### src/verilog/axi_pkg.sv
package axi_pkg;

	//////////////////////////////////////////////////////////////////////
	// Response codes
	//////////////////////////////////////////////////////////////////////

	typedef logic [1:0] resp_t;

	// Only OKAY is ever returned by this slave
	localparam resp_t RESP_OKAY = 2'b00;

	//////////////////////////////////////////////////////////////////////
	// Channel controller state
	//////////////////////////////////////////////////////////////////////

	// IDLE    waiting for a request
	// ACCEPT  ready high for one cycle
	// MEM     RAM request in progress
	// RESP    response held until the master takes it
	typedef enum logic [1:0] {
		IDLE,
		ACCEPT,
		MEM,
		RESP
	} chan_state_t;

endpackage

### src/verilog/axi_write_ctrl.sv
module axi_write_ctrl #(
	parameter int DATA_WIDTH = 32,
	parameter int ADDR_WIDTH = 32,
	parameter int ID_WIDTH   = 6,
	parameter int MEM_DEPTH  = 256,
	localparam int STRB_WIDTH = DATA_WIDTH / 8,
	localparam int IDX_WIDTH  = $clog2(MEM_DEPTH)
) (
	input  logic                  ACLK,
	input  logic                  ARESETn,

	input  logic [ADDR_WIDTH-1:0] AWADDR,
	input  logic [ID_WIDTH-1:0]   AWID,
	input  logic                  AWVALID,
	output logic                  AWREADY,

	input  logic [DATA_WIDTH-1:0] WDATA,
	input  logic [STRB_WIDTH-1:0] WSTRB,
	input  logic                  WVALID,
	output logic                  WREADY,

	output logic [ID_WIDTH-1:0]   BID,
	output axi_pkg::resp_t        BRESP,
	output logic                  BVALID,
	input  logic                  BREADY,

	output logic                  req,
	output logic                  we,
	output logic [IDX_WIDTH-1:0]  addr,
	output logic [DATA_WIDTH-1:0] din,
	output logic [STRB_WIDTH-1:0] wem,
	input  logic                  addr_ok,
	input  logic                  data_ok
);

	typedef logic [ADDR_WIDTH-1:0] addr_t;
	typedef logic [ID_WIDTH-1:0]   id_t;
	typedef logic [IDX_WIDTH-1:0]  idx_t;

	axi_pkg::chan_state_t state;
	id_t   id_q;
	addr_t aw_word;
	logic  aw_fire;
	logic  b_fire;

	// AW and W complete on the same edge
	assign aw_fire = AWVALID && AWREADY && WVALID && WREADY;
	assign b_fire  = BVALID && BREADY;

	// Byte address to word address, upper bits wrap in the RAM
	assign aw_word = AWADDR >> 2;

	//////////////////////////////////////////////////////////////////////
	// Write channel FSM
	//////////////////////////////////////////////////////////////////////

	always_ff @(posedge ACLK) begin
		if (!ARESETn) begin
			state   <= axi_pkg::IDLE;
			AWREADY <= 1'b0;
			WREADY  <= 1'b0;
			BVALID  <= 1'b0;
			req     <= 1'b0;
		end else begin
			case (state)
				axi_pkg::IDLE: begin
					if (AWVALID && WVALID) begin
						state   <= axi_pkg::ACCEPT;
						AWREADY <= 1'b1;
						WREADY  <= 1'b1;
					end
				end
				axi_pkg::ACCEPT: begin
					AWREADY <= 1'b0;
					WREADY  <= 1'b0;
					state   <= aw_fire ? axi_pkg::MEM : axi_pkg::IDLE;
					req     <= aw_fire;
				end
				axi_pkg::MEM: begin
					// RAM takes the request in the cycle it is raised
					if (addr_ok)
						req <= 1'b0;
					if (data_ok) begin
						BVALID <= 1'b1;
						state  <= axi_pkg::RESP;
					end
				end
				axi_pkg::RESP: begin
					if (b_fire) begin
						BVALID <= 1'b0;
						state  <= axi_pkg::IDLE;
					end
				end
				default: state <= axi_pkg::IDLE;
			endcase
		end
	end

	// Captured on the AW/W transfer
	always_ff @(posedge ACLK) begin
		if (aw_fire) begin
			id_q <= AWID;
			addr <= idx_t'(aw_word);
			din  <= WDATA;
			wem  <= WSTRB;
		end
	end

	assign we    = req;
	assign BID   = BVALID ? id_q : '0;
	assign BRESP = axi_pkg::RESP_OKAY;

endmodule

### config.mk
export PLATFORM = sky130hd
export DESIGN_NAME = axi_write_ctrl
export DESIGN_NICKNAME = d
export VERILOG_FILES = /design/src/verilog/axi_pkg.sv /design/src/verilog/axi_write_ctrl.sv
export SDC_FILE = /design/constraint.sdc
export NUM_CORES = 1
export LEC_CHECK = 0
export ABC_AREA = 1
export BUFFER_PORTS_ARGS = -buffer_cell sky130_fd_sc_hd__buf_2
export CORE_ASPECT_RATIO = 0.8
export CORE_MARGIN = 3
export CORE_UTILIZATION = 39
export CTS_CLUSTER_DIAMETER = 60
export DETAILED_ROUTE_END_ITERATION = 10
export GPL_TIMING_DRIVEN = 0
export HOLD_SLACK_MARGIN = 0.06
export PLACE_DENSITY = 0.9
export SYNTH_ARGS = -nofsm -noshare
export SYNTH_HDL_FRONTEND = slang
export SYNTH_SLANG_ARGS = --single-unit
### constraint.sdc
create_clock -name ACLK -period 2.5 [get_ports ACLK]
set_clock_uncertainty 0.05 [all_clocks]
set_input_delay 0.125 -clock ACLK [delete_from_list [all_inputs] [get_ports ACLK]]
set_output_delay 0.125 -clock ACLK [all_outputs]
set_load 0.005 [all_outputs]
Word-level counts from Yosys, hierarchy flattened --
Cells that the tools add are included.
Operators by class: equality and inequality tests 7, muxes and demuxes 13, reduce and logical (&&, ||, !) cells 13
Operators with widths (number):
- 2-to-1 mux 2 bit | 4
- != test 2 bit (second input constant) | 4
- one-hot mux 2 bit (4 select lines) | 1
- 2-to-1 mux 6 bit | 1
- one-hot mux 1 bit (2 select lines) | 3
- AND reduction 3 bit | 2
- nonzero test 2 bit | 3
- logical AND 1 bit | 5
- equality test 2 bit (second input constant) | 2
- 2-to-1 mux 1 bit | 4
- AND reduction 2 bit | 2
- equality test 2 x 1 -> 1 bit (second input constant) | 1
- zero test 2 bit | 1
Word-level totals: register bits after elaboration 55, input port bits 81, output and inout port bits 57, logic and storage cells 41

Longest topological paths before layout --
Gate-level depths: netlist of run 1.
word-level depth 5, depth in mapped cells 6

Worst setup path before layout of run 1 --
No wires, ideal clock.
path type reg-to-reg, start point register WREADY, end point register addr[0], enable pin, arrival 1423 ps, required time 2046 ps, setup slack 622 ps, cell stages (with the launch flop) 3, path buffers 0, period minus slack after synthesis 1878 ps, cell sequence dfxtp_1 > nand2_1 > inv_1
Between the ends: cells in the longest elaborated chain, start to end 3
RTL lines:
- start, declared | RTL line axi_write_ctrl.sv:20 | output logic WREADY,
- start signal, assigned | RTL line axi_write_ctrl.sv:61 | WREADY <= 1'b0;
- start signal, assigned | RTL line axi_write_ctrl.sv:70 | WREADY <= 1'b1;
- start signal, assigned | RTL line axi_write_ctrl.sv:75 | WREADY <= 1'b0;
- logical AND 1 bit (2 in a row)
- logical AND 1 bit (*) | RTL line axi_write_ctrl.sv:47 | assign aw_fire = AWVALID && AWREADY && WVALID && WREADY;
- end signal, assigned | RTL line axi_write_ctrl.sv:103 | addr <= idx_t'(aw_word);
- end, declared | RTL line axi_write_ctrl.sv:29 | output logic [IDX_WIDTH-1:0] addr,
Every way passes the cells marked *; elsewhere a longest branch is shown, timed or not. A chain may end at the register's enable or synchronous reset.

Worst setup path after layout of run 1 --
start point register WREADY, end point register wem[1], enable pin
Between the ends: cells in the longest elaborated chain, start to end 3
RTL lines:
- logical AND 1 bit (2 in a row)
- logical AND 1 bit (*) | RTL line axi_write_ctrl.sv:47
- end signal, assigned | RTL line axi_write_ctrl.sv:105 | wem <= WSTRB;
- end, declared | RTL line axi_write_ctrl.sv:31 | output logic [STRB_WIDTH-1:0] wem,
Marked as above.

==> qor.yml, run 1 <==
h-tree-depth: 2
ant_nets: 0
fmaxAchievable_ghz: 0.7473
worstPathArrival_ns: 1.28
min_period_ns: 1.338
grt_use_met1_pct: 21.11
die_x_um: 82.70
path_clk_slew_ns: 0.09
grt-ovfl-total: 0
cap_violations: 0
yosysWarnings: 0
num_vias: 1489
cts_tree: "built"
grt_pass1_wl_um: 7707
total_power_mw: 1.660
synth_cell_types: 16
grt-busiest-layer: "met2"
ioPinCount: 138
ys.flop_type: "edfxtp_1"
dp.cells: 275
synthToLayoutAreaGrowth_pct: 67.89
drive_gt1_share_pct: 46.74
core_region_area_sq_um: 4362
slew_violations: 0
grt_max_degree: 38
first_global_vias: 1565
start_kind: "flop"
path_class: "reg -> reg"
place.gp.congestion: 0.8209
track_usage_pct: 19.70
p_per_area_nw_per_um2: 538.6
post_cts_buffers: 0
cp-end-kind: "flop"
wl_per_cell_um: 15.29
initial_core_util_pct: 42.08
drtPass1Iterations: 5
drc: 0
clockBufferDepth: 2
cp_slowest_cell: "dfxtp_1"
drtIter0Drc: 53
worst_path_largest_cell_delay_ns: 0.37
dieArea_sq_um: 5571
crit_fanout: 37
routed_wl_um: 5092
num-fill-cells: 297
vdd_drop_max_uv: 316.6
setup_tns_ns: 0
antennaDiodeCount: 0
hold_violations: 0
layout.nets: 357
required_ns: 2.45
grt_setup_unrepaired: "false"
final_cells: 333
avgSynthCellArea_sq_um: 17.48
critPathTopFamily: "buffers and inverters"
synth_seq_cells: 55
ys_async_sr_fraction_pct: 0
status: "completed"
cts.sinks: 55
ys_seq_area_share_pct: 87.25
hpwl_um: 2986
insertion_delay_ns: 0.29
synth-edff-count: 50
dieHeight_um: 67.36
antenna_found_initial: 0
use_met3_pct: 7.733
cts_buffers: 5
met2_usage_pct: 35.90
crit_buf_inv: 2
fin_crit_sh_pct: 53.52
setup_viol: 0
cts_root_buf: "clkbuf_8"
min-delay-path-class: "in -> reg"
syn_inst: 105
syn_area_sq_um: 1836
routed_via_density: 4.471
path_cells: "nand2_1 > inv_2 > buf_12"
placementRows: 21
cellLeakagePower_nw: 1.384
io_buffers: 111
[worst register-to-register path, delay by kind of cell (launching register included)]
| kind | cells | cell delay, ns |
|---|---|---|
| flip-flops | 1 | 0.37 |
| buffers and inverters | 2 | 0.52 |
| AND/OR/NAND/NOR | 1 | 0.09 |
[worst paths after layout]
kind           start      to  slack, ns  depth (start not counted)
max           WREADY  wem[1]       1.16                          3
min          data_ok  BVALID       0.07                          3
max reg2reg   WREADY  wem[1]       1.16                          3
min reg2reg      req     req       0.45                          2
[flip-flops by register name, summed over array words and instances, names as in the netlist, named ones only]
name and cells:
id_q 6, req 1, WREADY 1, BVALID 1, addr 8, state 1
din 32, wem 4
[cells in the final DEF (no fill, tap or decap), drive strengths merged, types with 2 or more instances in the layout]
cell and instances:
a21oi 2, conb 2, clkbuf 5, nor2 3, buf 118, inv 12, dfxtp 5, nand2 17
edfxtp 50, dlygate4sd3 51, nand3 7
[layout make-up]
class | count | area, sq um | area share, %
Tap cell | 57 | 71.32 | 2.314
Timing Repair Buffer | 163 | 1086 | 35.24
Sequential cell | 55 | 1602 | 51.97
Inverter | 11 | 41.29 | 1.340
Multi-Input combinational cell | 34 | 150.1 | 4.872
Clock buffer | 5 | 68.82 | 2.233
Clock inverter | 2 | 16.27 | 0.5278
Buffer | 6 | 46.29 | 1.502
[logic make-up after synthesis]
family / synth area share (%)
other cells: 0.2043
compound gates: 1.431
simple gates: 6.339
flops: 87.25
buf+inv: 4.771
[per-layer routing]
metal	up-vias	share of wire (%)	routed length [um]
met1	688	35	1787
met3	9	11	541
li1	700	-	-
met4	0	1.5	74
met2	92	53	2690
met5	-	0	0
[synth_stat cells, types with 2 or more instances]
master / count / area (sq um)
buf_4: 4 / 30.03
nor2_1: 3 / 11.26
dfxtp_1: 5 / 100.1
inv_1: 9 / 33.78
nand3_1: 7 / 35.03
inv_2: 2 / 7.510
edfxtp_1: 50 / 1501
nand2_1: 17 / 63.81
[timing repair]
action	in CTS	in global routing
hold buffers	51	0
hold endpoints to repair	53	0
resized for setup	0	0
[where the power goes]
part | switching [mW] | internal [mW]
clock | 0.271 | 0.195
combinational | 0.0581 | 0.104
sequential | 0.00898 | 1.02
total | 0.338 | 1.32
[per-stage QoR]
| stage | cell area (sq um) | util [%] | setup slack (ns) | hold WS, ns |
|---|---|---|---|---|
| final | 3082 | 70.65 | 1.162 | 0.07271 |
| after global routing | 3082 | 70.65 | 1.029 | 0.07851 |
| after CTS | 3082 | 70.65 | 1.150 | 0.06029 |
| after detailed placement | 2486 | 57.00 | 1.152 | 0.2531 |
| after global placement | 2466 | 56.54 | 0.3218 | 0.2509 |
| after floorplan | 1839 | - | 0.6222 | 0.1739 |
Power figures use the tool's default switching activity.
==> run 2, diff against run 1 <==
--- a/config.mk
+++ b/config.mk
@@ -9,12 +9,12 @@
 export BUFFER_PORTS_ARGS = -buffer_cell sky130_fd_sc_hd__buf_2
 export CORE_ASPECT_RATIO = 0.8
 export CORE_MARGIN = 3
-export CORE_UTILIZATION = 39
+export CORE_UTILIZATION = 35
 export CTS_CLUSTER_DIAMETER = 60
 export DETAILED_ROUTE_END_ITERATION = 10
 export GPL_TIMING_DRIVEN = 0
 export HOLD_SLACK_MARGIN = 0.06
-export PLACE_DENSITY = 0.9
+export PLACE_DENSITY = 0.86
 export SYNTH_ARGS = -nofsm -noshare
 export SYNTH_HDL_FRONTEND = slang
 export SYNTH_SLANG_ARGS = --single-unit
==> constraint.sdc (replaced) <==
create_clock -name ACLK -period 1.2 [get_ports ACLK]
set_clock_uncertainty 0.05 [all_clocks]
set_input_delay 0.06 -clock ACLK [delete_from_list [all_inputs] [get_ports ACLK]]
set_output_delay 0.06 -clock ACLK [all_outputs]
set_load 0.005 [all_outputs]
==> qor.yml, run 2 (synthesis results as in run 1) <==
status: "complete, but fails checks"
violations: "setup timing"
placementRows: 22
rrSetupSlack_ns: -0.14
clockBufferDepth: 2
wl_per_cell_um: 14.67
critPathLaunch: "WREADY"
dieArea_sq_um: 6155
antenna_found_initial: 0
r2r_cells: 2
drc: 0
cap_violations: 0
min-delay-path-class: "in -> reg"
setup_tns_ns: -6.828
layout_commonest_cell: "buf_2"
drtIter0Drc: 44
fin_crit_sh_pct: 111.9
mostFrequentLayoutCells: "buf_2, dlygate4sd3_1, edfxtp_1"
reg_top3: "din: 32 flops, addr: 8 flops, id_q: 6 flops"
path_class: "reg -> reg"
initial_core_util_pct: 38.10
path_clk_slew_ns: 0.09
layout.nets: 360
ioPinCount: 138
cts.sinks: 55
cts_tree: "built"
r2r_start: "WREADY"
synthToLayoutAreaGrowth_pct: 71.51
slew_violations: 0
ant_nets: 0
fin_ws_ns: -0.1426
start_kind: "flop"
grt_setup_unrepaired: "true"
vdd_drop_max_uv: 906.4
largest_register: "din"
timing.critical_path.to: "din[2]"
cp-end-kind: "flop"
cts_buffers: 5
cellLeakagePower_nw: 1.409
post_cts_buffers: 0
largest_reg_flops: 32
cts_root_buf: "clkbuf_8"
grt_max_degree: 26
drive_gt1_share_pct: 46.79
dp.cells: 277
cp_slowest_cell: "clkinvlp_4"
total_power_mw: 3.691
first_global_vias: 1577
insertion_delay_ns: 0.29
fmaxAchievable_ghz: 0.7448
h-tree-depth: 2
final_cells: 340
track_usage_pct: 17.07
postLayoutCellArea_sq_um: 3148
p_per_area_nw_per_um2: 1172
num_vias: 1449
grt-ovfl-total: 0
routed_wl_um: 4987
dieHeight_um: 70.77
core_region_area_sq_um: 4817
max-slew-margin-rel_pct: 65.28
worstHoldStart: "AWVALID"
routed_via_density: 4.262
r2r_end: "din[2]"
min_period_ns: 1.343
placed_cell_area_sq_um: 2477
hold_violations: 0
place.gp.congestion: 0.7061
io_buffers: 111
grt_pass1_wl_um: 7845
hpwl_um: 3056
worst_path_largest_cell_delay_ns: 0.44
die_x_um: 86.97
setup_viol: 50
path_cells: "nand2_4 > clkinvlp_4"
antennaDiodeCount: 0
tightestPinTransition_ns: 0.5196
required_ns: 1.04
drtPass1Iterations: 4
worstPathArrival_ns: 1.18
crit_fanout: 25
-- run 2: cell count changes in the layout (fill, tap and decap cells not counted), sizes merged --
cell / previous run / this run
buf: 118 / 117
dlygate4sd3: 51 / 54
clkbuf: 5 / 6
bufinv: 0 / 1
inv: 12 / 11
clkinvlp: 1 / 2
-- run 2: where the power goes --
part / total [mW] / leakage [nW] / internal (mW) / switching (mW)
clock: 1.20 / 0.0558 / 0.631 / 0.569
sequential: 2.15 / 0.493 / 2.13 / 0.0194
combinational: 0.341 / 0.860 / 0.221 / 0.121
-- run 2: layer usage --
metal	share of wire [%]	vias up	GRT usage, %
met2	51	78	29.32
li1	-	705	-
met5	0	-	0
met3	11	6	8.149
met1	37	660	19.25
met4	1.1	0	3.806
-- run 2: worst min path at each step --
stage	end	cells past startpoint
floorplan	addr[0]	0
global placement	din[26]	1
detailed placement	din[7]	1
CTS	state[0]	5
global route	state[0]	5
finish	state[0]	5
-- run 2: repair_timing --
item / CTS / global route
setup endpoints to repair: 50 / 56
hold buffers: 54 / 0
gates cloned: 1 / 0
gates resized for setup: 2 / 3
hold endpoints to repair: 55 / 0
-- run 2: worst max-delay path, delay by kind of cell, from the launching register on --
family	cells	cell delay [ns]
flip-flops	1	0.35
buffers and inverters	1	0.44
AND/OR/NAND/NOR	1	0.09
-- run 2: final cells by class --
class,count,area [sq um]
Sequential cell,55,1603
Multi-Input combinational cell,34,157.7
Clock buffer,6,72.57
Buffer,6,52.55
Timing Repair Buffer,165,1096
Timing Repair inverter,1,7.507
Clock inverter,2,38.79
Tap cell,60,75.07
Inverter,11,45.04
Fill cell,333,1669
-- run 2: per-stage QoR --
stage | hold WS, ns | util (%) | worst slack (ns)
after global placement | 0.1862 | 51.43 | -0.6126
final | 0.09946 | 65.35 | -0.1426
after global routing | 0.1190 | 65.35 | -0.2445
after detailed placement | 0.1881 | 51.43 | -0.6150
after CTS | 0.09361 | 65.22 | -0.1584
after floorplan | 0.1089 | - | -0.3449
