<file path="config.mk">
export PLATFORM = sky130hd
export DESIGN_NAME = axi_read_ctrl
export DESIGN_NICKNAME = d
export VERILOG_FILES = /design/src/verilog/axi_pkg.sv /design/src/verilog/axi_read_ctrl.sv
export SDC_FILE = /design/constraint.sdc
export NUM_CORES = 1
export LEC_CHECK = 0
export BUFFER_PORTS_ARGS = -buffer_cell sky130_fd_sc_hd__buf_2
export CAP_MARGIN = 5
export CORE_MARGIN = 5
export CORE_UTILIZATION = 42
export CTS_CLUSTER_DIAMETER = 120
export CTS_CLUSTER_SIZE = 40
export DETAILED_ROUTE_END_ITERATION = 7
export MAX_ROUTING_LAYER = met4
export PLACE_DENSITY = 0.83
export SKIP_LAST_GASP = 1
export SLEW_MARGIN = 20
export SYNTH_ARGS = -nofsm -noshare
export SYNTH_HDL_FRONTEND = slang
export SYNTH_SLANG_ARGS = --single-unit
</file>
<file path="constraint.sdc">
create_clock -name ACLK -period 1.96 [get_ports ACLK]
set_clock_uncertainty 0.2 [all_clocks]
set_input_delay 0.196 -clock ACLK [delete_from_list [all_inputs] [get_ports ACLK]]
set_output_delay 0.196 -clock ACLK [all_outputs]
set_load 0.02 [all_outputs]
</file>
<file path="src/verilog/axi_pkg.sv">
package axi_pkg;

	//////////////////////////////////////////////////////////////////////
	// Response codes
	//////////////////////////////////////////////////////////////////////

	typedef logic [1:0] resp_t;

	// Only OKAY is ever returned by this slave
	localparam resp_t RESP_OKAY = 2'b00;

	//////////////////////////////////////////////////////////////////////
	// Channel controller state
	//////////////////////////////////////////////////////////////////////

	// IDLE    waiting for a request
	// ACCEPT  ready high for one cycle
	// MEM     RAM request in progress
	// RESP    response held until the master takes it
	typedef enum logic [1:0] {
		IDLE,
		ACCEPT,
		MEM,
		RESP
	} chan_state_t;

endpackage

</file>
<file path="src/verilog/axi_read_ctrl.sv">
module axi_read_ctrl #(
	parameter int DATA_WIDTH = 32,
	parameter int ADDR_WIDTH = 32,
	parameter int ID_WIDTH   = 6,
	parameter int MEM_DEPTH  = 256,
	localparam int IDX_WIDTH = $clog2(MEM_DEPTH)
) (
	input  logic                  ACLK,
	input  logic                  ARESETn,

	input  logic [ADDR_WIDTH-1:0] ARADDR,
	input  logic [ID_WIDTH-1:0]   ARID,
	input  logic                  ARVALID,
	output logic                  ARREADY,

	output logic [DATA_WIDTH-1:0] RDATA,
	output axi_pkg::resp_t        RRESP,
	output logic                  RLAST,
	output logic [ID_WIDTH-1:0]   RID,
	output logic                  RVALID,
	input  logic                  RREADY,

	output logic                  req,
	output logic [IDX_WIDTH-1:0]  addr,
	input  logic                  addr_ok,
	input  logic                  data_ok,
	input  logic [DATA_WIDTH-1:0] dout
);

	typedef logic [ADDR_WIDTH-1:0] addr_t;
	typedef logic [ID_WIDTH-1:0]   id_t;
	typedef logic [IDX_WIDTH-1:0]  idx_t;

	axi_pkg::chan_state_t state;
	id_t   id_q;
	addr_t ar_word;
	logic  ar_fire;
	logic  r_fire;

	assign ar_fire = ARVALID && ARREADY;
	assign r_fire  = RVALID && RREADY;
	assign ar_word = ARADDR >> 2;

	//////////////////////////////////////////////////////////////////////
	// Read channel FSM
	//////////////////////////////////////////////////////////////////////

	always_ff @(posedge ACLK) begin
		if (!ARESETn) begin
			state   <= axi_pkg::IDLE;
			ARREADY <= 1'b0;
			RVALID  <= 1'b0;
			RLAST   <= 1'b0;
			req     <= 1'b0;
		end else begin
			case (state)
				axi_pkg::IDLE: begin
					if (ARVALID) begin
						state   <= axi_pkg::ACCEPT;
						ARREADY <= 1'b1;
					end
				end
				axi_pkg::ACCEPT: begin
					ARREADY <= 1'b0;
					state   <= ar_fire ? axi_pkg::MEM : axi_pkg::IDLE;
					req     <= ar_fire;
				end
				axi_pkg::MEM: begin
					if (addr_ok)
						req <= 1'b0;
					// Single beat, so the only beat is also the last
					if (data_ok) begin
						RVALID <= 1'b1;
						RLAST  <= 1'b1;
						state  <= axi_pkg::RESP;
					end
				end
				axi_pkg::RESP: begin
					if (r_fire) begin
						RVALID <= 1'b0;
						RLAST  <= 1'b0;
						state  <= axi_pkg::IDLE;
					end
				end
				default: state <= axi_pkg::IDLE;
			endcase
		end
	end

	always_ff @(posedge ACLK) begin
		if (ar_fire) begin
			id_q <= ARID;
			addr <= idx_t'(ar_word);
		end
		// Word is valid only in the done cycle
		if (data_ok)
			RDATA <= dout;
	end

	assign RID   = RVALID ? id_q : '0;
	assign RRESP = axi_pkg::RESP_OKAY;

endmodule

</file>
---- Yosys cells after proc, flatten, opt, wreduce, memory -nomap -nowiden ----
Cells that the tools add are included.
operators by class
  equality and inequality tests ........... 7
  mux-type cells .......................... 13
  reduce and logical (&&, ||, !) cells .... 10
operator list
  kind                                           number
  2-to-1 mux 2 bit                               4
  != test 2 bit, second input constant           4
  one-hot mux 2 bit (4 select lines)             1
  2-to-1 mux 6 bit                               1
  one-hot mux 1 bit (2 select lines)             3
  AND reduction 3 bit                            2
  nonzero test 2 bit                             3
  == test 2 bit, second input constant           2
  2-to-1 mux 1 bit                               4
  AND reduction 2 bit                            2
  == test 2 x 1 -> 1 bit, second input constant  1
  logical AND 1 bit                              2
  logical NOT 2 bit                              1
storage, ports and cells
  register bits ........................... 51
  input bits .............................. 76
  output and inout bits ................... 52
  word-level logic and storage cells ...... 37

---- Longest topological paths before layout ----
Gate-level depths: netlist of the first run.
  depth in word-level cells ............... 3
  depth in mapped cells ................... 4
  depth with buffers taken out ............ 4

---- Worst setup path after synthesis of the first run ----
Ideal clock, no wire load.
  path kind ............................... reg-to-reg
  from .................................... register ARREADY
  to ...................................... register addr[0], enable pin
  setup time .............................. 357 ps
  data arrival time ....................... 854 ps
  required time ........................... 1,403 ps
  slack ................................... 549 ps
  stages on the path, launching flop included .. 3
  path buffers ............................ 0
  period minus slack after synthesis ...... 1,411 ps
  cells stage by stage .................... dfxtp_1 -> nand2_1 -> inv_1
between the ends
  cells in the longest elaborated chain, start to end .. 1
RTL lines
  item                    line                 RTL
  from (decl)             axi_read_ctrl.sv:14  output logic ARREADY,
  from (signal assigned)  axi_read_ctrl.sv:51  ARREADY <= 1'b0;
  from (signal assigned)  axi_read_ctrl.sv:60  ARREADY <= 1'b1;
  from (signal assigned)  axi_read_ctrl.sv:64  ARREADY <= 1'b0;
  logical AND 1 bit       axi_read_ctrl.sv:40  assign ar_fire = ARVALID && ARREADY;
  to (signal assigned)    axi_read_ctrl.sv:93  addr <= idx_t'(ar_word);
  to (decl)               axi_read_ctrl.sv:24  output logic [IDX_WIDTH-1:0] addr,
Every way passes these cells.
A chain may end at the register's enable or synchronous reset.

==> results of run 1 <==
-- cell families (layout without fill, tap and decap cells) --
family	Yosys count	count (layout)
AO/OA/AOI/OAI	10	10
buffers and inverters	7	163
flip-flops	51	51
multiplexers	1	1
other	1	2
AND/OR/NAND/NOR	13	13
-- placed cells by master, fill, tap and decap left out --
| cell type | Yosys | layout |
|---|---|---|
| sky130_fd_sc_hd__a211oi_1 | 1 | 1 |
| sky130_fd_sc_hd__a211oi_2 | 1 | 1 |
| sky130_fd_sc_hd__a21oi_1 | 3 | 3 |
| sky130_fd_sc_hd__a22oi_1 | 1 | 1 |
| sky130_fd_sc_hd__a311oi_1 | 1 | 1 |
| sky130_fd_sc_hd__and2_1 | 6 | 6 |
| sky130_fd_sc_hd__buf_12 | 0 | 1 |
| sky130_fd_sc_hd__buf_2 | 0 | 101 |
| sky130_fd_sc_hd__clkbuf_8 | 0 | 5 |
| sky130_fd_sc_hd__clkinvlp_4 | 0 | 2 |
| sky130_fd_sc_hd__conb_1 | 1 | 2 |
| sky130_fd_sc_hd__dfxtp_1 | 5 | 5 |
| sky130_fd_sc_hd__dlygate4sd3_1 | 0 | 50 |
| sky130_fd_sc_hd__edfxtp_1 | 46 | 46 |
| sky130_fd_sc_hd__inv_1 | 2 | 2 |
| sky130_fd_sc_hd__inv_2 | 1 | 1 |
| sky130_fd_sc_hd__inv_6 | 0 | 1 |
| sky130_fd_sc_hd__mux2i_1 | 1 | 1 |
| sky130_fd_sc_hd__nand2_1 | 2 | 2 |
| sky130_fd_sc_hd__nand3_1 | 1 | 1 |
| sky130_fd_sc_hd__nor2_1 | 1 | 1 |
| sky130_fd_sc_hd__nor2b_1 | 1 | 1 |
| sky130_fd_sc_hd__nor2b_4 | 1 | 1 |
| sky130_fd_sc_hd__nor3b_1 | 1 | 1 |
| sky130_fd_sc_hd__o21a_1 | 1 | 1 |
| sky130_fd_sc_hd__o21ai_1 | 2 | 2 |
-- metal layers --
| layer | routed length, um | track usage (%) | vias to the layer above |
|---|---|---|---|
| met5 | 0 | - | - |
| met4 | 129 | 9.054 | 0 |
| met3 | 508 | 7.114 | 12 |
| met2 | 2590 | 35.24 | 88 |
| met1 | 1812 | 23.54 | 620 |
| li1 | - | - | 615 |
-- critical path: stages, from the launching register on --
cell and delay [ps]:
sky130_fd_sc_hd__dfxtp_1 550, sky130_fd_sc_hd__a21oi_1 120, sky130_fd_sc_hd__a311oi_1 260, sky130_fd_sc_hd__dlygate4sd3_1 570
-- state kept, by name (all words and copies together) (netlist names), named ones only --
| signal | cells |
|---|---|
| RDATA | 32 |
| addr | 8 |
| id_q | 6 |
| ARREADY | 1 |
| RVALID | 1 |
| req | 1 |
| state | 1 |
-- final cells by class --
class	count	share of cell area (%)
sequential	51	52.14
clock inverter	3	0.8366
multi-input combinational	26	5.900
timing repair buffer	152	36.11
tap	50	2.202
clock buffer	5	2.422
inverter	3	0.3963
-- per-stage QoR --
stage	setup slack, ps	power, mW	hold slack (ps)
CTS	258.2	2.229	45.21
detailed placement	552.2	1.546	174.1
finish	214.3	2.224	129.4
global route	146.8	2.323	144.8
global placement	584.6	1.538	172.2
floorplan	548.8	1.418	94.87
-- final timing paths --
path                 start      end  slack, ps
setup / recovery  register   RVALID        210
hold / removal     addr_ok      req        130
setup reg to reg  register   RVALID        210
hold reg to reg    ARREADY  ARREADY        350
-- where the power goes --
group | switching (mW) | internal [mW] | leakage [nW] | total [mW]
clock | 0.361 | 0.256 | 0.0408 | 0.616
sequential | 0.0242 | 1.26 | 0.483 | 1.29
combinational | 0.170 | 0.152 | 0.696 | 0.322
==> impl_metrics.py, run 1 <==
metrics = {
    "outcome": {
        "status": "finished, final reports clean",
    },
    "final_layout": {
        "ff_latch_area_mm2": 0.001481,
        "multiInputGateArea_um2": 167.7,
        "final-instance-count-excl-fill": 290,
        "area.growth.synth_to_final_pct": 68.10,
        "final_core_utilization_pct": 72.07,
        "nets": 315,
        "fillerInstances": 243,
        "layout.cell_area.non_filler_mm2": 0.002841,
        "antenna_cells": 0,
        "drive_gt1_share_pct": 47.08,
    },
    "synthesis": {
        "synth_largest_type_area_fraction_pct": 81.72,
        "yosys_most_used_dff": "sky130_fd_sc_hd__edfxtp_1",
        "post-synth-top-count-cell": "sky130_fd_sc_hd__edfxtp_1",
        "post_synth_adder_cell_area_pct": 0,
        "synth_edf_count": 46,
        "synth_cell_type_count": 22,
        "post_synth_and_or_nand_nor_area_fraction_pct": 4.811,
        "synth.area.top_cells": "sky130_fd_sc_hd__edfxtp_1, sky130_fd_sc_hd__dfxtp_1, sky130_fd_sc_hd__and2_1",
        "netlist_area_mm2": 0.001690,
        "syn_avg_cell_area_um2": 20.37,
        "synth_xor_xnor_area_share_pct": 0,
        "yosys-mux-area-fraction_pct": 0.5922,
        "synth_compound_gate_area_share_pct": 4.071,
        "main_combinational_cell_family_by_area_after_synthesis": "simple AND/OR/NAND/NOR gates",
        "yosysTopAreaCell": "sky130_fd_sc_hd__edfxtp_1",
        "yosys_warnings": 0,
        "post_synth_most_frequent_cells": "sky130_fd_sc_hd__edfxtp_1, sky130_fd_sc_hd__and2_1, sky130_fd_sc_hd__dfxtp_1",
        "ys_seq_area_share_pct": 87.64,
        "postSynthCellCount": 83,
        "synth-seq-cells": 51,
        "synth-async-reset-ratio_pct": 0,
    },
    "routing": {
        "vias_per_cell": 4.603,
        "final_antenna_net_count": 0,
        "number_of_design_rule_violations_left_by_the_first_detailed_router_iteration": 60,
        "drc_errors": 0,
        "firstDrtPassIters": 4,
        "route.detailed.wl_per_inst_um": 17.39,
        "routed_wl_um": 5042,
        "vias": 1335,
    },
    "timing": {
        "setup_repair_after_global_routing_missed_its_margin": "false",
        "fin_crit_sh_pct": 89.07,
        "slew_viol_final": 0,
        "setup_viol": 0,
        "tns_ps": 0,
        "report.final.hold_viol_count": 0,
        "tightest_slew_ps": 614.8,
        "slew-limit-headroom_pct": 58.97,
        "maximum_clock_frequency_ghz": 0.5728,
        "timing.final.crit_period_ps": 1746,
    },
    "pwr": {
        "power-per-cell-area_mw_per_mm2": 782.7,
        "ir_drop_mv": 0.6556,
        "p_leak_nw": 1.220,
    },
    "job": {
        "timing.max_cap.violations": 0,
    },
    "setup_path": {
        "path_class": "reg2reg",
        "endpoint_kind": "register",
        "cp_max_fo": 7,
        "cp.arrival_ps": 1800,
        "startpoint_type": "register",
        "timing.critical_path.required_ps": 2010,
        "ff2ff_path_depth": 3,
    },
    "placed_design": {
        "routabilityCongestion": 0.8505,
        "detailed_place.area_mm2": 0.002248,
        "dp_hpwl_um": 2802,
        "dpl.cell_count": 232,
        "place.port_buffers": 101,
    },
    "global_routing": {
        "grt_antenna_before_repair": 0,
        "track_usage_pct": 21.35,
        "grt_start_max_net_pins": 19,
        "grt_pass1_wl_um": 7914,
        "grt_remaining_overflow": 0,
        "grt_pass1_vias": 1521,
    },
    "clocking": {
        "cts.root.buffer_cell": "sky130_fd_sc_hd__clkbuf_8",
        "post-cts-setup-buffer-count": 0,
        "cts_max_path_buffers": 2,
        "cts.reportedPaths.clkPinSlew_ps": 90,
        "postCtsResizedCells": 0,
        "cts_tree": "done",
        "cts_hold_buf": 50,
        "htreeDepth": 2,
        "cts.sinks": 51,
        "clk-insertion-delay-late_ps": 300,
        "cts_buffers": 5,
    },
    "floorplan": {
        "die-height_um": 73.44,
        "placeableCoreArea_mm2": 0.003943,
        "num_io_pins": 128,
        "fp-row-count": 23,
        "chipWidth_um": 73.44,
        "start_util_pct": 42.88,
        "die_area_mm2": 0.005393,
    },
    "hold_path": {
        "hold_path_class": "in2reg",
        "timing.hold.worst_path_depth": 4,
    },
}
No activity file was read; power rests on OpenSTA's default activity.
==> run 2, diff against run 1 <==
--- a/config.mk
+++ b/config.mk
@@ -13,7 +13,7 @@
 export CTS_CLUSTER_SIZE = 40
 export DETAILED_ROUTE_END_ITERATION = 7
 export MAX_ROUTING_LAYER = met4
-export PLACE_DENSITY = 0.83
+export PLACE_DENSITY = 0.84
 export SKIP_LAST_GASP = 1
 export SLEW_MARGIN = 20
 export SYNTH_ARGS = -nofsm -noshare
==> impl_metrics.py, run 2 (same netlist as run 1, synthesis figures left out) <==
metrics = {
    "setup_path": {
        "ff2ff_path_depth": 3,
        "endpoint_kind": "register",
        "cp.arrival_ps": 1800,
        "path_class": "reg2reg",
        "crit_path_end": "RVALID",
        "reg_to_reg_slack_setup_ps": 220,
        "timing.critical_path.required_ps": 2020,
        "cp_max_fo": 7,
        "startpoint_type": "register",
        "critical_path.reg2reg.endpoint": "RVALID",
    },
    "timing": {
        "setup_repair_after_global_routing_missed_its_margin": "false",
        "timing.final.crit_period_ps": 1743,
        "slew_viol_final": 0,
        "maximum_clock_frequency_ghz": 0.5736,
        "setup_viol": 0,
        "fin_crit_sh_pct": 88.95,
        "report.final.hold_viol_count": 0,
        "slew-limit-headroom_pct": 58.57,
        "tns_ps": 0,
        "tightest_slew_ps": 621.5,
    },
    "routing": {
        "drc_errors": 0,
        "number_of_design_rule_violations_left_by_the_first_detailed_router_iteration": 61,
        "vias_per_cell": 4.710,
        "route.detailed.wl_per_inst_um": 17.58,
        "vias": 1366,
        "final_antenna_net_count": 0,
        "routed_wl_um": 5099,
        "firstDrtPassIters": 4,
    },
    "clocking": {
        "post-cts-setup-buffer-count": 0,
        "htreeDepth": 2,
        "cts.sinks": 51,
        "cts_buffers": 5,
        "cts_tree": "done",
        "cts_max_path_buffers": 2,
        "postCtsResizedCells": 0,
        "cts.root.buffer_cell": "sky130_fd_sc_hd__clkbuf_8",
        "cts.reportedPaths.clkPinSlew_ps": 100,
        "cts_hold_buf": 50,
        "clk-insertion-delay-late_ps": 310,
    },
    "final_layout": {
        "largest_register": "RDATA",
        "largest_register_ff_count": 32,
        "drive_gt1_share_pct": 47.08,
        "final-instance-count-excl-fill": 290,
        "antenna_cells": 0,
        "layout.cells.most_common_list": "sky130_fd_sc_hd__buf_2, sky130_fd_sc_hd__dlygate4sd3_1, sky130_fd_sc_hd__edfxtp_1",
        "nets": 315,
        "layout.cells.most_common": "sky130_fd_sc_hd__buf_2",
        "reg_top3": "RDATA: 32 flops, addr: 8 flops, id_q: 6 flops",
        "fillerInstances": 240,
        "area.growth.synth_to_final_pct": 67.51,
    },
    "placed_design": {
        "routabilityCongestion": 0.7558,
        "place.port_buffers": 101,
        "dp_hpwl_um": 2802,
        "dpl.cell_count": 232,
    },
    "global_routing": {
        "track_usage_pct": 20.77,
        "grt_pass1_wl_um": 7707,
        "grt_start_max_net_pins": 29,
        "grt_pass1_vias": 1492,
        "grt_remaining_overflow": 0,
        "grt_antenna_before_repair": 0,
    },
    "hold_path": {
        "hp-start": "addr_ok",
        "hold_path_class": "in2reg",
    },
    "floorplan": {
        "start_util_pct": 42.88,
        "die-height_um": 73.44,
        "placeableCoreArea_mm2": 0.003943,
        "die_area_mm2": 0.005393,
        "chipWidth_um": 73.44,
        "fp-row-count": 23,
        "num_io_pins": 128,
    },
    "pwr": {
        "power-per-cell-area_mw_per_mm2": 792.0,
        "ir_drop_mv": 0.6070,
        "p_leak_nw": 1.223,
    },
    "outcome": {
        "status": "finished, final reports clean",
    },
    "job": {
        "timing.max_cap.violations": 0,
    },
}
==> run 2: cell types whose count changed in the layout (fill, tap and decap cells not counted) <==
cell / before / now
sky130_fd_sc_hd__buf_12: 1 / 0
sky130_fd_sc_hd__buf_4: 0 / 1
sky130_fd_sc_hd__clkinv_4: 0 / 1
sky130_fd_sc_hd__clkinvlp_4: 2 / 0
sky130_fd_sc_hd__inv_6: 1 / 2
==> run 2: metal layers <==
layer | vias to the layer above | global-route usage, % | wire length, um
met5 | - | - | 0
met4 | 0 | 11.67 | 216
met3 | 22 | 7.934 | 583
met2 | 101 | 33.76 | 2556
met1 | 624 | 21.41 | 1743
li1 | 619 | - | -
==> run 2: layout make-up <==
class                   instances  area (um2)  share of cell area, %
clock inverters                 3       26.28                 0.9280
well taps                      50       62.56                  2.209
multi-input cells              26       167.7                  5.921
repair buffers                152        1013                  35.79
flip-flops and latches         51        1481                  52.32
clock buffers                   5       68.82                  2.430
inverters                       3       11.26                 0.3977
==> run 2: worst min path at each step <==
stage	to	slack, ps	depth (start not counted)
6_report	req	130	4
5_1_grt	req	170	4
4_1_cts	req	30	4
3_5_place_dp	addr[2]	170	1
3_3_place_gp	addr[4]	170	1
2_1_floorplan	RDATA[0]	90	0
==> run 2: where the power goes <==
| group | switching, mW | internal [mW] |
|---|---|---|
| clock network | 0.374 | 0.263 |
| logic | 0.171 | 0.150 |
| registers | 0.0235 | 1.26 |
==> run 2: critical path, stage by stage (launching register included) <==
cell	delay (ps)
sky130_fd_sc_hd__dfxtp_1	540
sky130_fd_sc_hd__a21oi_1	110
sky130_fd_sc_hd__a311oi_1	260
sky130_fd_sc_hd__dlygate4sd3_1	580
==> run 2: per-stage QoR <==
step	total power, mW	setup WS [ps]	util [%]	area, um2	hold WS (ps)
5_1_grt	2.338	100.7	71.82	2831	168.3
4_1_cts	2.235	272.8	71.82	2831	32.42
3_3_place_gp	1.535	486.9	56.71	2236	172.7
2_1_floorplan	1.418	548.8	-	1694	94.87
3_5_place_dp	1.543	488.6	56.71	2236	174.1
6_report	2.243	216.7	71.82	2831	129.4
==> run 3, diff against run 2 <==
--- a/config.mk
+++ b/config.mk
@@ -6,7 +6,7 @@
 export NUM_CORES = 1
 export LEC_CHECK = 0
 export BUFFER_PORTS_ARGS = -buffer_cell sky130_fd_sc_hd__buf_2
-export CAP_MARGIN = 5
+export CAP_MARGIN = 20
 export CORE_MARGIN = 5
 export CORE_UTILIZATION = 42
 export CTS_CLUSTER_DIAMETER = 120
==> constraint.sdc (replaced) <==
create_clock -name ACLK -period 1.96 [get_ports ACLK]
set_clock_uncertainty 0.2 [all_clocks]
set_input_delay 0.294 -clock ACLK [delete_from_list [all_inputs] [get_ports ACLK]]
set_output_delay 0.294 -clock ACLK [all_outputs]
set_load 0.02 [all_outputs]
==> impl_metrics.py, run 3 (same netlist as run 1, synthesis figures left out) <==
metrics = {
    "floorplan": {
        "die_area_mm2": 0.005393,
        "start_util_pct": 42.88,
        "fp-row-count": 23,
        "chipWidth_um": 73.44,
        "placeableCoreArea_mm2": 0.003943,
        "die-height_um": 73.44,
        "num_io_pins": 128,
    },
    "final_layout": {
        "nets": 311,
        "drive_gt1_share_pct": 47.88,
        "layout.cells.most_common": "sky130_fd_sc_hd__buf_2",
        "antenna_cells": 0,
        "fillerInstances": 233,
        "area.growth.synth_to_final_pct": 65.29,
        "largest_register": "RDATA",
        "final_core_utilization_pct": 70.87,
        "reg_top3": "RDATA: 32 flops, addr: 8 flops, id_q: 6 flops",
        "largest_register_ff_count": 32,
        "layout.cells.most_common_list": "sky130_fd_sc_hd__buf_2, sky130_fd_sc_hd__edfxtp_1, sky130_fd_sc_hd__dlygate4sd3_1",
    },
    "clocking": {
        "cts_tree": "done",
        "htreeDepth": 2,
        "cts_buffers": 5,
        "cts.sinks": 51,
        "post-cts-setup-buffer-count": 0,
        "cts.reportedPaths.clkPinSlew_ps": 100,
        "cts_max_path_buffers": 2,
        "cts.root.buffer_cell": "sky130_fd_sc_hd__clkbuf_8",
        "clk-insertion-delay-late_ps": 310,
    },
    "outcome": {
        "status": "finished, final reports clean",
    },
    "setup_path": {
        "endpoint_kind": "output pin",
        "cp_max_fo": 12,
        "startpoint_type": "register",
        "cp.arrival_ps": 1210,
        "path_class": "reg2out",
        "timing.critical_path.required_ps": 1470,
    },
    "timing": {
        "tightest_slew_ps": 573.4,
        "setup_repair_after_global_routing_missed_its_margin": "false",
        "maximum_clock_frequency_ghz": 0.5852,
        "setup_viol": 0,
        "report.final.hold_viol_count": 0,
        "fin_crit_sh_pct": 87.19,
        "tns_ps": 0,
        "slew-limit-headroom_pct": 61.73,
        "timing.final.crit_period_ps": 1709,
        "finalWorstSetupSlack_ps": 251.1,
        "slew_viol_final": 0,
    },
    "routing": {
        "route.detailed.wl_per_inst_um": 17.00,
        "vias_per_cell": 4.594,
        "final_antenna_net_count": 0,
        "drc_errors": 0,
        "number_of_design_rule_violations_left_by_the_first_detailed_router_iteration": 98,
        "vias": 1314,
        "firstDrtPassIters": 4,
        "routed_wl_um": 4861,
    },
    "pwr": {
        "ir_drop_mv": 0.5648,
        "power-per-cell-area_mw_per_mm2": 801.3,
        "p_total_mw": 2.239,
        "p_leak_nw": 1.205,
    },
    "placed_design": {
        "place.port_buffers": 101,
        "post-place-ws_ps": 412.5,
        "routabilityCongestion": 0.7891,
        "dp_hpwl_um": 2766,
    },
    "global_routing": {
        "grt_remaining_overflow": 0,
        "track_usage_pct": 20.04,
        "grt_start_max_net_pins": 23,
        "grt_antenna_before_repair": 0,
        "grt_pass1_wl_um": 7555,
        "grt_pass1_vias": 1521,
    },
    "job": {
        "timing.max_cap.violations": 0,
    },
    "hold_path": {
        "hold_path_class": "in2reg",
    },
}
[run 3: cell count changes in the layout (fill, tap and decap cells not counted)]
cell	change
sky130_fd_sc_hd__clkinv_4	+1
sky130_fd_sc_hd__inv_8	+1
sky130_fd_sc_hd__dlygate4sd3_1	-4
sky130_fd_sc_hd__inv_6	-2
[run 3: area by class of cell]
cell class | instances | area [um2] | share of cell area, %
Clock buffer | 5 | 68.82 | 2.463
Clock inverter | 3 | 28.78 | 1.030
Inverter | 3 | 11.26 | 0.4030
Multi-Input combinational cell | 26 | 167.7 | 6.001
Sequential cell | 51 | 1481 | 53.02
Tap cell | 50 | 62.56 | 2.239
Timing Repair Buffer | 148 | 973.4 | 34.84
[run 3: routing by layer]
layer  share of wire [%]  routed length, um  track usage [%]  vias to the layer above
met4                 1.6                 76            7.847                        0
met2                  51               2479            33.76                       92
met1                  37               1784            22.07                      606
met3                  11                520            6.156                        9
met5                   0                  0                -                        -
li1                    -                  -                -                      607
[run 3: final timing paths]
kind              startpoint       end  slack (ps)  depth (start not counted)
setup reg to reg     ARREADY  register         420                          4
setup / recovery      RVALID    RID[1]         250                          2
hold reg to reg     state[0]    RVALID         380                          1
hold / removal        RREADY    RVALID          20                          2
[run 3: repair_timing]
item                                   CTS  global route
hold buffers                            46             0
endpoints found under the hold margin   46             0
gates resized for setup                  0             0
[run 3: through the flow]
stage / hold slack (ps) / cell area (um2) / std cells
final: 21.08 / 2794 / 286
after CTS: 11.55 / 2794 / 286
after global routing: 5.038 / 2794 / 286
after global placement: 270.9 / 2236 / 232
after floorplan: 192.9 / 1694 / 84
after detailed placement: 272.1 / 2236 / 232
[run 3: power by group]
group / switching (mW) / leakage [nW] / total [mW] / internal, mW
Clock: 0.377 / 0.0502 / 0.642 / 0.265
Sequential: 0.0227 / 0.483 / 1.28 / 1.26
Combinational: 0.168 / 0.672 / 0.313 / 0.146
[run 3: critical path: stages (launching register included)]
cell and delay (ps):
sky130_fd_sc_hd__dfxtp_1 540, sky130_fd_sc_hd__and2_1 190, sky130_fd_sc_hd__buf_2 170
